## src/common/maroc_chan_pkg.sv

```systemverilog
`default_nettype none

package maroc_chan_pkg;

  //////////////////////////////////////////////////////////////////////
  // Channel and trigger geometry
  //////////////////////////////////////////////////////////////////////
  localparam int NUM_CHANNELS = 16;
  localparam int CHAN_IDX_W   = 4;
  localparam int EXT_BIT      = NUM_CHANNELS;      // Ext trigger after the channels
  localparam int SW_BIT       = NUM_CHANNELS + 1;  // Software trigger on top
  localparam int TRIG_IN_W    = NUM_CHANNELS + 2;
  localparam int MASK_W       = NUM_CHANNELS + 1;

  // Counter and timing widths
  localparam int COUNT_W       = 16;  // Image counters saturate at all ones
  localparam int ET_W          = 28;
  localparam int FRAME_INT_W   = 8;
  localparam int FRAME_TICK    = 256;
  localparam int FRAME_TIMER_W = FRAME_INT_W + $clog2(FRAME_TICK);
  localparam int DELAY_W       = 4;

  // Bits of mode_e
  localparam int PH_BIT  = 0;
  localparam int IMG_BIT = 1;

  typedef enum logic [1:0] {
    MODE_NONE  = 2'b00,
    MODE_PH    = 2'b01,
    MODE_IMAGE = 2'b10,
    MODE_BOTH  = 2'b11
  } mode_e;

  // Run configuration, static while a run is active
  typedef struct packed {
    logic [MASK_W-1:0]      mask;            // High bit disables that trigger
    logic [FRAME_INT_W-1:0] frame_interval;  // In units of FRAME_TICK cycles
    logic [DELAY_W-1:0]     hold1_delay;
    logic [DELAY_W-1:0]     hold2_delay;
    mode_e                  mode;
  } daq_cfg_t;

endpackage

`default_nettype wire

```

## src/common/readout_pkg.sv

```systemverilog
`default_nettype none

package readout_pkg;

  localparam int DATA_W      = 32;
  localparam int TAG_W       = 4;
  localparam int IDX_FIELD_W = 12;  // Channel index field of an image word

  // Word type in the top nibble of every data word
  typedef enum logic [TAG_W-1:0] {
    TAG_IMAGE   = 4'd1,
    TAG_PH_TIME = 4'd2
  } word_tag_e;

  // One stream beat, qualified by a separate tvalid
  //   Image word   tag[31:28] channel[27:16] count[15:0]
  //   PH time word tag[31:28] elapsed_time[27:0]
  typedef struct packed {
    logic [DATA_W-1:0] data;
    logic              last;
  } stream_beat_t;

  typedef enum logic [1:0] {
    IMG_COUNT,
    IMG_READ,
    IMG_CLEAR
  } img_state_e;

  typedef enum logic {
    PH_IDLE,
    PH_SEND
  } ph_state_e;

endpackage

`default_nettype wire

```

## src/hdl/maroc_dc_top.sv

```systemverilog
`timescale 1ns/1ps
`default_nettype none

module maroc_dc_top import maroc_chan_pkg::*; import readout_pkg::*; (
  input  wire logic                    axi_clk,
  input  wire logic                    reset_hold_ET0,
  input  wire logic [NUM_CHANNELS-1:0] chan_trig,
  input  wire logic                    ext_trig,
  input  wire logic                    sw_trig,
  input  wire logic [ET_W-1:0]         elapsed_time,
  input  wire daq_cfg_t                cfg,
  // Image stream
  output stream_beat_t                 image_beat,
  output logic                         image_tvalid,
  input  wire logic                    image_tready,
  // Pulse-height stream
  output stream_beat_t                 ph_beat,
  output logic                         ph_tvalid,
  input  wire logic                    ph_tready,
  // MAROC holds, active high
  output logic                         hold1,
  output logic                         hold2
);

  logic [NUM_CHANNELS-1:0] chan_pulse;
  logic                    ph_trig;
  logic                    count_freeze;
  logic                    count_clear;
  logic [CHAN_IDX_W-1:0]   rd_sel;
  logic [COUNT_W-1:0]      rd_count;
  logic                    ph_release;

  //////////////////////////////////////////////////////////////////////
  // Trigger intake and image path
  //////////////////////////////////////////////////////////////////////
  trig_front trig_front0 (
    .axi_clk, .reset_hold_ET0, .chan_trig, .ext_trig, .sw_trig, .cfg,
    .chan_pulse, .ph_trig
  );

  chan_counters chan_counters0 (
    .axi_clk, .reset_hold_ET0, .chan_pulse, .count_freeze, .count_clear,
    .rd_sel, .rd_count
  );

  image_readout image_readout0 (
    .axi_clk, .reset_hold_ET0, .cfg, .rd_count, .image_tready,
    .count_freeze, .count_clear, .rd_sel, .image_beat, .image_tvalid
  );

  //////////////////////////////////////////////////////////////////////
  // Pulse-height path
  //////////////////////////////////////////////////////////////////////
  hold_gen hold1_gen (
    .axi_clk, .reset_hold_ET0, .ph_trig, .hold_delay(cfg.hold1_delay),
    .ph_release, .hold(hold1)
  );

  hold_gen hold2_gen (
    .axi_clk, .reset_hold_ET0, .ph_trig, .hold_delay(cfg.hold2_delay),
    .ph_release, .hold(hold2)
  );

  ph_event ph_event0 (
    .axi_clk, .reset_hold_ET0, .ph_trig, .elapsed_time, .ph_tready,
    .ph_beat, .ph_tvalid, .ph_release
  );

endmodule

`default_nettype wire

```

## src/image/chan_counters.sv

```systemverilog
`timescale 1ns/1ps
`default_nettype none

module chan_counters import maroc_chan_pkg::*; (
  input  wire logic                    axi_clk,
  input  wire logic                    reset_hold_ET0,
  input  wire logic [NUM_CHANNELS-1:0] chan_pulse,
  input  wire logic                    count_freeze,
  input  wire logic                    count_clear,
  input  wire logic [CHAN_IDX_W-1:0]   rd_sel,
  output logic      [COUNT_W-1:0]      rd_count
);

  logic [NUM_CHANNELS-1:0][COUNT_W-1:0] count_q;

  //////////////////////////////////////////////////////////////////////
  // Per-channel edge counters
  //////////////////////////////////////////////////////////////////////
  always_ff @(posedge axi_clk) begin
    if (reset_hold_ET0 || count_clear) begin
      count_q <= '0;
    end else if (!count_freeze) begin
      for (int i = 0; i < NUM_CHANNELS; i++) begin
        // Stick at full scale rather than wrap
        if (chan_pulse[i] && (count_q[i] != {COUNT_W{1'b1}})) begin
          count_q[i] <= count_q[i] + 1'b1;
        end
      end
    end
  end

  // Registered read mux, data one cycle after rd_sel
  always_ff @(posedge axi_clk) begin
    rd_count <= count_q[rd_sel];
  end

  // Frozen image stays put while the sequencer reads it out
  a_freeze_stable: assert property (@(posedge axi_clk) disable iff (reset_hold_ET0)
    (count_freeze && !count_clear) |=> $stable(count_q));

endmodule

`default_nettype wire

```

## src/image/image_readout.sv

```systemverilog
`timescale 1ns/1ps
`default_nettype none

module image_readout import maroc_chan_pkg::*; import readout_pkg::*; (
  input  wire logic                  axi_clk,
  input  wire logic                  reset_hold_ET0,
  input  wire daq_cfg_t              cfg,
  input  wire logic [COUNT_W-1:0]    rd_count,
  input  wire logic                  image_tready,
  output logic                       count_freeze,
  output logic                       count_clear,
  output logic      [CHAN_IDX_W-1:0] rd_sel,
  output stream_beat_t               image_beat,
  output logic                       image_tvalid
);

  img_state_e               state;
  logic [FRAME_TIMER_W-1:0] frame_timer;
  logic [FRAME_TIMER_W-1:0] frame_len;
  logic                     img_on;
  logic                     rd_wait;  // Read mux settling
  logic                     last_chan;
  logic                     xfer;

  assign img_on    = cfg.mode[IMG_BIT];
  assign frame_len = FRAME_TIMER_W'(cfg.frame_interval) * FRAME_TIMER_W'(FRAME_TICK);
  assign last_chan = (rd_sel == CHAN_IDX_W'(NUM_CHANNELS - 1));
  assign xfer      = image_tvalid && image_tready;

  // Counters stay cleared while image mode is off
  assign count_clear  = (state == IMG_CLEAR) || ((state == IMG_COUNT) && !img_on);
  assign count_freeze = (state == IMG_READ);

  always_comb begin
    image_beat.data = {TAG_IMAGE, IDX_FIELD_W'(rd_sel), rd_count};
    image_beat.last = last_chan;
  end

  //////////////////////////////////////////////////////////////////////
  // Frame timer and readout sequencer
  //////////////////////////////////////////////////////////////////////
  always_ff @(posedge axi_clk) begin
    if (reset_hold_ET0) begin
      state        <= IMG_COUNT;
      frame_timer  <= '0;
      rd_sel       <= '0;
      rd_wait      <= 1'b0;
      image_tvalid <= 1'b0;
    end else begin
      case (state)
        IMG_COUNT: begin
          if (!img_on) begin
            frame_timer <= '0;
          end else if ((frame_timer + 1'b1) >= frame_len) begin
            frame_timer <= '0;
            state       <= IMG_READ;
            rd_sel      <= '0;
            rd_wait     <= 1'b1;
          end else begin
            frame_timer <= frame_timer + 1'b1;
          end
        end
        IMG_READ: begin
          if (rd_wait) begin
            rd_wait      <= 1'b0;
            image_tvalid <= 1'b1;  // rd_count lands on this edge
          end else if (xfer) begin
            image_tvalid <= 1'b0;
            if (last_chan) begin
              state <= IMG_CLEAR;
            end else begin
              rd_sel  <= rd_sel + 1'b1;
              rd_wait <= 1'b1;
            end
          end
        end
        IMG_CLEAR: begin
          state <= IMG_COUNT;  // Single clear cycle
        end
        default: begin
          state <= IMG_COUNT;
        end
      endcase
    end
  end

  // Stalled beat holds until the sink takes it
  a_beat_stable: assert property (@(posedge axi_clk) disable iff (reset_hold_ET0)
    (image_tvalid && !image_tready) |=> (image_tvalid && $stable(image_beat)));

endmodule

`default_nettype wire

```

## src/pulseheight/hold_gen.sv

```systemverilog
`timescale 1ns/1ps
`default_nettype none

module hold_gen import maroc_chan_pkg::*; (
  input  wire logic               axi_clk,
  input  wire logic               reset_hold_ET0,
  input  wire logic               ph_trig,
  input  wire logic [DELAY_W-1:0] hold_delay,
  input  wire logic               ph_release,
  output logic                    hold
);

  logic               armed;
  logic               held;
  logic [DELAY_W-1:0] delay_cnt;

  assign hold = held;

  always_ff @(posedge axi_clk) begin
    if (reset_hold_ET0) begin
      armed     <= 1'b0;
      held      <= 1'b0;
      delay_cnt <= '0;
    end else if (ph_release) begin
      armed <= 1'b0;  // Event gone, drop a pending hold too
      held  <= 1'b0;
    end else if (ph_trig && !armed && !held) begin
      if (hold_delay == '0) begin
        held <= 1'b1;
      end else begin
        armed     <= 1'b1;
        delay_cnt <= hold_delay;
      end
    end else if (armed) begin
      if (delay_cnt == DELAY_W'(1)) begin
        armed <= 1'b0;
        held  <= 1'b1;
      end else begin
        delay_cnt <= delay_cnt - 1'b1;
      end
    end
  end

endmodule

`default_nettype wire

```

## src/pulseheight/ph_event.sv

```systemverilog
`timescale 1ns/1ps
`default_nettype none

module ph_event import maroc_chan_pkg::*; import readout_pkg::*; (
  input  wire logic            axi_clk,
  input  wire logic            reset_hold_ET0,
  input  wire logic            ph_trig,
  input  wire logic [ET_W-1:0] elapsed_time,
  input  wire logic            ph_tready,
  output stream_beat_t         ph_beat,
  output logic                 ph_tvalid,
  output logic                 ph_release
);

  ph_state_e       state;
  logic [ET_W-1:0] et_held;  // Time stamp of the pending event

  assign ph_tvalid  = (state == PH_SEND);
  assign ph_release = ph_tvalid && ph_tready;  // Pulse on the transfer cycle

  // One-word event, always the last of its packet
  always_comb begin
    ph_beat.data = {TAG_PH_TIME, et_held};
    ph_beat.last = 1'b1;
  end

  //////////////////////////////////////////////////////////////////////
  // Event state machine
  //////////////////////////////////////////////////////////////////////
  always_ff @(posedge axi_clk) begin
    if (reset_hold_ET0) begin
      state <= PH_IDLE;
    end else begin
      case (state)
        PH_IDLE: begin
          if (ph_trig) begin
            state <= PH_SEND;
          end
        end
        PH_SEND: begin
          // New triggers are dropped until the word leaves
          if (ph_tready) begin
            state <= PH_IDLE;
          end
        end
        default: begin
          state <= PH_IDLE;
        end
      endcase
    end
  end

  // Capture on the accepted trigger only
  always_ff @(posedge axi_clk) begin
    if ((state == PH_IDLE) && ph_trig) begin
      et_held <= elapsed_time;
    end
  end

  a_ph_stable: assert property (@(posedge axi_clk) disable iff (reset_hold_ET0)
    (ph_tvalid && !ph_tready) |=> (ph_tvalid && $stable(ph_beat)));

endmodule

`default_nettype wire

```

## src/trigger/trig_front.sv

```systemverilog
`timescale 1ns/1ps
`default_nettype none

module trig_front import maroc_chan_pkg::*; (
  input  wire logic                    axi_clk,
  input  wire logic                    reset_hold_ET0,
  input  wire logic [NUM_CHANNELS-1:0] chan_trig,
  input  wire logic                    ext_trig,
  input  wire logic                    sw_trig,
  input  wire daq_cfg_t                cfg,
  output logic      [NUM_CHANNELS-1:0] chan_pulse,
  output logic                         ph_trig
);

  logic [TRIG_IN_W-1:0]    in_raw;
  logic [TRIG_IN_W-1:0]    in_s1;
  logic [TRIG_IN_W-1:0]    in_s2;
  logic [NUM_CHANNELS-1:0] chan_d;  // Edge history for the counters
  logic                    sw_d;
  logic                    hw_lvl;
  logic                    hw_lvl_d;
  logic                    hw_edge;
  logic                    sw_edge;

  assign in_raw = {sw_trig, ext_trig, chan_trig};

  // Masked channels and ext ORed, only in PH mode
  assign hw_lvl  = (|(in_s2[EXT_BIT:0] & ~cfg.mask)) & cfg.mode[PH_BIT];
  assign hw_edge = hw_lvl & ~hw_lvl_d;
  assign sw_edge = in_s2[SW_BIT] & ~sw_d & cfg.mode[PH_BIT];

  always_ff @(posedge axi_clk) begin
    if (reset_hold_ET0) begin
      in_s1      <= '0;
      in_s2      <= '0;
      chan_d     <= '0;
      sw_d       <= 1'b0;
      hw_lvl_d   <= 1'b0;
      chan_pulse <= '0;
      ph_trig    <= 1'b0;
    end else begin
      in_s1    <= in_raw;  // Async inputs, two-flop sync
      in_s2    <= in_s1;
      chan_d   <= in_s2[NUM_CHANNELS-1:0];
      sw_d     <= in_s2[SW_BIT];
      hw_lvl_d <= hw_lvl;
      // Channel pulses feed the counters unmasked
      chan_pulse <= in_s2[NUM_CHANNELS-1:0] & ~chan_d;
      // A sw edge right behind a hw edge merges into the same trigger
      ph_trig <= (hw_edge | sw_edge) & ~ph_trig;
    end
  end

  // Downstream sees each trigger exactly once
  a_ph_trig_single: assert property (@(posedge axi_clk) disable iff (reset_hold_ET0)
    ph_trig |=> !ph_trig);

endmodule

`default_nettype wire
```

## config.mk

```make
export PLATFORM = sky130hd
export DESIGN_NAME = maroc_dc_top
export DESIGN_NICKNAME = d
export VERILOG_FILES = /design/src/common/maroc_chan_pkg.sv /design/src/common/readout_pkg.sv /design/src/hdl/maroc_dc_top.sv /design/src/image/chan_counters.sv /design/src/image/image_readout.sv /design/src/pulseheight/hold_gen.sv /design/src/pulseheight/ph_event.sv /design/src/trigger/trig_front.sv
export SDC_FILE = /design/constraint.sdc
export NUM_CORES = 1
export LEC_CHECK = 0
export BUFFER_PORTS_ARGS = -buffer_cell sky130_fd_sc_hd__buf_2
export CAP_MARGIN = 20
export CORE_ASPECT_RATIO = 1.1
export CORE_MARGIN = 2
export CORE_UTILIZATION = 25
export CTS_CLUSTER_SIZE = 14
export DETAILED_ROUTE_END_ITERATION = 6
export RECOVER_POWER = 25
export SKIP_CTS_REPAIR_TIMING = 1
export SLEW_MARGIN = 10
export SYNTH_ARGS = -nofsm -noshare
export SYNTH_HDL_FRONTEND = slang
export SYNTH_SLANG_ARGS = --single-unit
```

## constraint.sdc

```tcl
create_clock -name axi_clk -period 7 [get_ports axi_clk]
set_input_delay 0.35 -clock axi_clk [delete_from_list [all_inputs] [get_ports axi_clk]]
set_output_delay 0.35 -clock axi_clk [all_outputs]
set_load 0.02 [all_outputs]
```

# Word level (Yosys, flattened, before mapping)
# Cells that the tools add are included.
# op_classes
add_sub_neg,20
order_cmp,2
eq_ne,33
mux,51
bitwise_logic,16
n_reduce_logical,66
# ops
op,n
adder 16 x 1 -> 16 bit (second input constant),17
inequality test 16 bit (second input constant),16
binary-select mux 16 bit (select 4 bit),1
2-to-1 mux 4 bit,13
2-to-1 mux 16 bit,3
AND reduction 2 bit,17
2-to-1 mux 1 bit,25
logical AND 1 bit,24
bitwise AND 17 bit,1
NOT 17 bit,1
OR reduction 17 bit,1
bitwise AND 16 bit,1
>= comparator 16 bit,1
inequality test 2 bit (second input constant),8
NOT 16 bit,1
nonzero test 2 bit,6
2-to-1 mux 2 bit,5
AND reduction 3 bit,3
equality test 4 x 1 -> 1 bit (second input constant),2
logical NOT 4 bit,2
inequality test 2 x 1 -> 1 bit (second input constant),4
case mux 4 bit (2 select lines),1
AND reduction 4 bit,2
subtractor 4 x 1 -> 4 bit (second input constant),2
other kinds (16),31
# word_totals
reg_bits,408
input_bits,85
out_inout_bits,70
word_cells,225

# Depth between registers and ports, before layout
# logic_depth
ltp_word,7
depth_mapped,15
ltp_nobuf,13

# Hierarchy
# A second synthesis with hierarchy kept.
# unflattened
cells_unflattened,2117
hier_area_um2,20759.9
# modules_own_cells
mod,n_inst,cells_per_inst,area_each_um2,seq_area_each_um2
chan_counters,1,1573,15069.5,5445.2
trig_front,1,179,2034.5,1421.4
image_readout,1,245,1940.6,480.5
ph_event,1,40,937.1,860.8
hold_gen,2,40,389.1,120.1

# Worst setup path after synthesis
# OpenSTA, ideal clock, no wires.
# synth_timing
path_kind,register to register
startpoint,reg image_readout0.frame_timer[0]
endpoint,reg image_readout0.rd_sel[2]
setup_time_ns,0.117
arrival_ns,2.918
required_time_ns,6.883
slack_ns,3.965
path_stages_with_launch,14
n_path_buf,1
synth_period_minus_slack_ns,3.035
cell_sequence,dfxtp_1 ha_1 nand3_1 or3_1 clkbuf_1 nor2_1 xnor2_1 ha_1 nand4_1 nor3_1 o21a_2 nor3_2 or4_1 a32o_1
# synth_between
elab_chain_len,4
# synth_lines
element,line_no,rtl
start: declaration,image_readout.sv:18,logic [FRAME_TIMER_W-1:0] frame_timer;
start signal: assignment,image_readout.sv:60,frame_timer <= frame_timer + 1'b1;
adder 16 x 1 -> 16 bit,image_readout.sv:54,end else if ((frame_timer + 1'b1) >= frame_len) begin
>= comparator 16 bit,image_readout.sv:54,
inequality test 2 bit (no source line),--,
AND reduction 6 bit (no source line),--,
end signal: assignment,image_readout.sv:72,rd_sel <= rd_sel + 1'b1;
end: declaration,image_readout.sv:12,"output logic [CHAN_IDX_W-1:0] rd_sel,"
# Every way passes these cells.
# A chain may end at the register's enable or synchronous reset.

# Worst setup path after layout
# layout_timing
startpoint,reg image_readout0.frame_timer[0]
endpoint,reg image_readout0.frame_timer[5]
# layout_between
elab_chain_len,4
# layout_lines
element,line_no,rtl
adder 16 x 1 -> 16 bit *,"image_readout.sv:54, image_readout.sv:60",
>= comparator 16 bit,image_readout.sv:54,
2-to-1 mux 16 bit *,image_readout.sv:54,
2-to-1 mux 16 bit *,image_readout.sv:52,if (!img_on) begin
# Mark *: on every way between the ends. The rest lies on a longest branch, timed or not.

==> impl_metrics.py <==
metrics = {
    "critical_path": {
        "worst-endpoint-arrival_ns": 4.11,
        "worstRegToRegCells": 13,
        "start_kind": "flip-flop",
        "worstSetupPathType": "reg -> reg",
        "worst-path-max-fanout": 12,
        "critical_path.reg2reg.startpoint": "image_readout0.frame_timer[0]$_SDFFE_PP0N_",
        "setup.worst_path.end_class": "flip-flop",
        "r2r_end": "image_readout0.frame_timer[5]$_SDFFE_PP0N_",
        "reg2reg_setup_slack_ns": 3.39,
        "critPathLaunch": "image_readout0.frame_timer[0]$_SDFFE_PP0N_",
        "worst-endpoint-required_ns": 7.50,
    },
    "die": {
        "core_area_sq_mm": 0.07436,
        "num_io_pins": 155,
        "std_cell_rows": 105,
        "fp.dieH_um": 291.0,
        "floorplan.initialDensity_pct": 25.18,
        "die_area_sq_mm": 0.07710,
        "die_w_um": 264.9,
    },
    "synth": {
        "synth_cells": 1909,
        "ys_flop_type": "sky130_fd_sc_hd__dfxtp_1",
        "ys_types": 65,
        "synth_enable_flop_cells": 28,
        "sequential_to_total_area_share_from_yosys_stat_pct": 45.12,
        "synthesis.area_per_instance_sq_um": 9.808,
        "synthArstFlopShare_pct": 0,
        "synth_seq_cells": 408,
        "mapped_area_sq_mm": 0.01872,
        "ys.warnings.count": 0,
    },
    "placed_design": {
        "post_dp_cell_area_sq_mm": 0.02034,
        "globalplace.congestion": 0.8241,
        "place.detailed.hpwl_um": 33930,
        "io_buffers": 137,
    },
    "clocking": {
        "clock_tree.root_cell": "sky130_fd_sc_hd__clkbuf_16",
        "clock_tree_from_tritoncts": "done",
        "cts.htree.levels": 2,
        "cts-root-to-sink-buffers": 3,
        "cts_made_buffers": 45,
        "clk_pin_slew_ns": 0.06,
        "numClockSinks": 408,
        "clock_insertion_delay_worst_skew_ns": 0.59,
    },
    "outcome": {
        "status": "finished, violations left",
        "failed_checks": "negative hold slack, max-capacitance violations, max-slew violations",
    },
    "global_route": {
        "grt_overflow": 0,
        "grt_use_total_pct": 12.03,
        "antenna_found_initial": 4,
        "grt_start_max_net_pins": 181,
        "grt_pass1_vias": 13150,
        "grt_pass1_wl_um": 74490,
    },
    "route": {
        "detailed_route_iter0_violations": 944,
        "post_drt_antenna_nets": 0,
        "detailedRoute.firstPassIterationCount": 5,
        "routed_wire_length_per_instance_um": 15.43,
        "vias": 14170,
        "drc_errors": 0,
        "finalWirelength_um": 47370,
        "avgViaCountPerCell": 4.616,
    },
    "finish": {
        "final_layout_size_suffix_gt1_share_pct": 16.39,
        "design_area_sq_mm": 0.02223,
        "finalNetCount": 2183,
        "syn2layout_area_growth_pct": 18.73,
    },
    "min_path": {
        "min_from": "chan_trig[4]",
        "min_to": "trig_front0.in_s1[4]$_SDFF_PP0_",
        "min_path_cells": 2,
        "min-delay-path-class": "in -> reg",
    },
    "timing": {
        "worst_pin_slew_ns": 1.533,
        "max_freq_mhz": 276.7,
        "slew_viol_final": 29,
        "finClkSkew_ns": 0.02439,
        "minimum_period_implied_by_the_final_worst_setup_slack_ns": 3.614,
        "final-hold-violation-count": 2,
        "whs_ns": -0.01439,
        "period_share_pct": 51.62,
        "report.final.setup_viol": 0,
        "unrepaired_setup_endpoints_after_global_routing": "no",
        "final.setup.tns_ns": 0,
        "timing.max_slew.rel_slack_pct": -2.187,
    },
    "power_and_ir_drop": {
        "p_leak_nw": 7.688,
        "vdd_ir_drop_max_v": 0.0001463,
        "power_per_cell_area_mw_per_mm2": 225.2,
    },
    "job": {
        "max-cap-violations": 1,
    },
}
final cells by class:
| type | count | area [sq um] |
|---|---|---|
| multi-input combinational | 1386 | 9758 |
| sequential | 408 | 8453 |
| timing repair buffer | 186 | 1157 |
| inverter | 41 | 153.9 |
| antenna | 2 | 5.005 |
| clock inverter | 17 | 147.6 |
| tap | 963 | 1205 |
| fill | 7784 | 52130 |
| clock buffer | 67 | 1350 |
cells in the final DEF (no fill, tap or decap), drive strengths merged, types with 41 or more instances in the layout:
master	Yosys	final
a21oi	41	41
buf	39	144
clkbuf	50	70
dfxtp	380	380
inv	40	44
mux4	80	80
nand2	138	138
nand3	104	104
nand4	87	87
nor2	311	311
nor2b	69	69
xnor2	72	72
xor2	169	169
power by group:
group	total, mW	switching [mW]	internal (mW)
registers	2.41	0.0209	2.39
logic	0.213	0.127	0.0864
clock network	2.39	1.01	1.38
total	5.01	1.15	3.85
critical path, cell delays in order (launching register included):
cell and delay [ns]:
sky130_fd_sc_hd__dfxtp_1 0.41, sky130_fd_sc_hd__ha_1 0.21, sky130_fd_sc_hd__nand3_1 0.14, sky130_fd_sc_hd__or3_1 0.48, sky130_fd_sc_hd__nor2_1 0.17, sky130_fd_sc_hd__xor2_1 0.22
sky130_fd_sc_hd__ha_1 0.27, sky130_fd_sc_hd__nand4_1 0.13, sky130_fd_sc_hd__nor3_1 0.07, sky130_fd_sc_hd__o21a_2 0.13, sky130_fd_sc_hd__nor4_2 0.79, sky130_fd_sc_hd__buf_4 0.32
sky130_fd_sc_hd__a21oi_1 0.08, sky130_fd_sc_hd__o21ai_0 0.14
routing by layer:
| metal | track usage [%] | part of all wire (%) | up-vias |
|---|---|---|---|
| met4 | 3.459 | 2.3 | 0 |
| met2 | 19.16 | 46 | 344 |
| met1 | 16.59 | 46 | 6762 |
| li1 | - | - | 6992 |
| met5 | 0 | 0 | - |
| met3 | 2.183 | 5.5 | 72 |
how the worst max path moves through the flow:
stage / to / slack, ns / depth (start not counted)
finish: image_readout0.frame_timer[5]$_SDFFE_PP0N_ / 3.39 / 13
global route: image_readout0.frame_timer[6]$_SDFFE_PP0N_ / 3.03 / 13
detailed placement: image_readout0.frame_timer[3]$_SDFFE_PP0N_ / 3.32 / 13
CTS: image_readout0.frame_timer[5]$_SDFFE_PP0N_ / 3.32 / 13
floorplan: image_readout0.rd_sel[2]$_SDFFE_PP0P_ / 3.96 / 13
global placement: image_readout0.frame_timer[6]$_SDFFE_PP0N_ / 3.38 / 13
flip-flops by register name, indices dropped and copies added (netlist names), 2 cells and up:
signal and flops:
trig_front0.chan_pulse 16, image_readout0.frame_timer 16, trig_front0.in_s1 18, hold2_gen.delay_cnt 4, image_readout0.rd_sel 4, image_readout0.state 2
ph_event0.et_held 28, chan_counters0.rd_count 16, chan_counters0.count_q 256, hold1_gen.delay_cnt 4, trig_front0.chan_d 16, trig_front0.in_s2 18
kinds of logic after synthesis:
| family | Yosys count | synth area share (%) |
|---|---|---|
| xor gates and xnor gates | 241 | 11.27 |
| buffers and inverters | 130 | 3.134 |
| and+or+nand+nor | 888 | 24.18 |
| DFF | 408 | 45.12 |
| AOI/OAI and AO/OA | 121 | 4.143 |
| adders and majority gates | 30 | 2.005 |
| muxes | 89 | 10.10 |
| other | 2 | 0.04011 |
metrics by stage:
step	instances	utilization, %	setup WS [ns]	hold slack, ns	total power [mW]
5_1_grt	3070	29.90	3.034	0.01405	5.196
3_5_place_dp	2944	27.35	3.325	0.3729	2.655
6_report	3070	29.90	3.386	-0.01439	5.006
4_1_cts	3028	29.36	3.317	-0.1005	5.068
2_1_floorplan	1924	-	3.965	0.3673	2.593
3_3_place_gp	2944	27.35	3.383	0.3703	2.653
cells in the mapped netlist, types with 3 or more instances:
cell type                  number  area [sq um]
sky130_fd_sc_hd__a221o_1        3         30.03
sky130_fd_sc_hd__buf_2         10         50.05
sky130_fd_sc_hd__and3_1        33         206.5
sky130_fd_sc_hd__a21oi_1       41         205.2
sky130_fd_sc_hd__nor3_1        31         155.2
sky130_fd_sc_hd__nand3_1      104         520.5
sky130_fd_sc_hd__a31oi_1        5         31.28
sky130_fd_sc_hd__o21ai_0       28         140.1
sky130_fd_sc_hd__or3_1         12         75.07
sky130_fd_sc_hd__inv_1         40         150.1
sky130_fd_sc_hd__buf_1          7         26.28
sky130_fd_sc_hd__nand4_1       87         544.3
sky130_fd_sc_hd__nor4_2        17         212.7
sky130_fd_sc_hd__clkbuf_1      50         187.7
sky130_fd_sc_hd__nor3_2         9         90.09
sky130_fd_sc_hd__and4b_1        3         30.03
sky130_fd_sc_hd__nor2b_1       69         431.7
sky130_fd_sc_hd__xor2_1       169          1480
sky130_fd_sc_hd__buf_4         21         157.7
sky130_fd_sc_hd__o21a_1         7         52.55
sky130_fd_sc_hd__nand2_1      138         518.0
sky130_fd_sc_hd__o211ai_1       5         37.54
sky130_fd_sc_hd__nor4_1        12         75.07
sky130_fd_sc_hd__xnor2_1       72         630.6
sky130_fd_sc_hd__o22ai_1        4         25.02
sky130_fd_sc_hd__a22o_1         4         35.03
sky130_fd_sc_hd__and2_1        10         62.56
sky130_fd_sc_hd__nor2_1       311          1167
sky130_fd_sc_hd__or2_2          5         31.28
sky130_fd_sc_hd__ha_1          30         375.4
sky130_fd_sc_hd__mux4_2        80          1802
sky130_fd_sc_hd__nor3b_1        8         60.06
sky130_fd_sc_hd__mux2i_1        9         90.09
sky130_fd_sc_hd__and4_1        26         227.7
sky130_fd_sc_hd__dfxtp_1      380          7607
sky130_fd_sc_hd__edfxtp_1      28         840.8
Note: power is estimated with default switching activity, not from simulation.
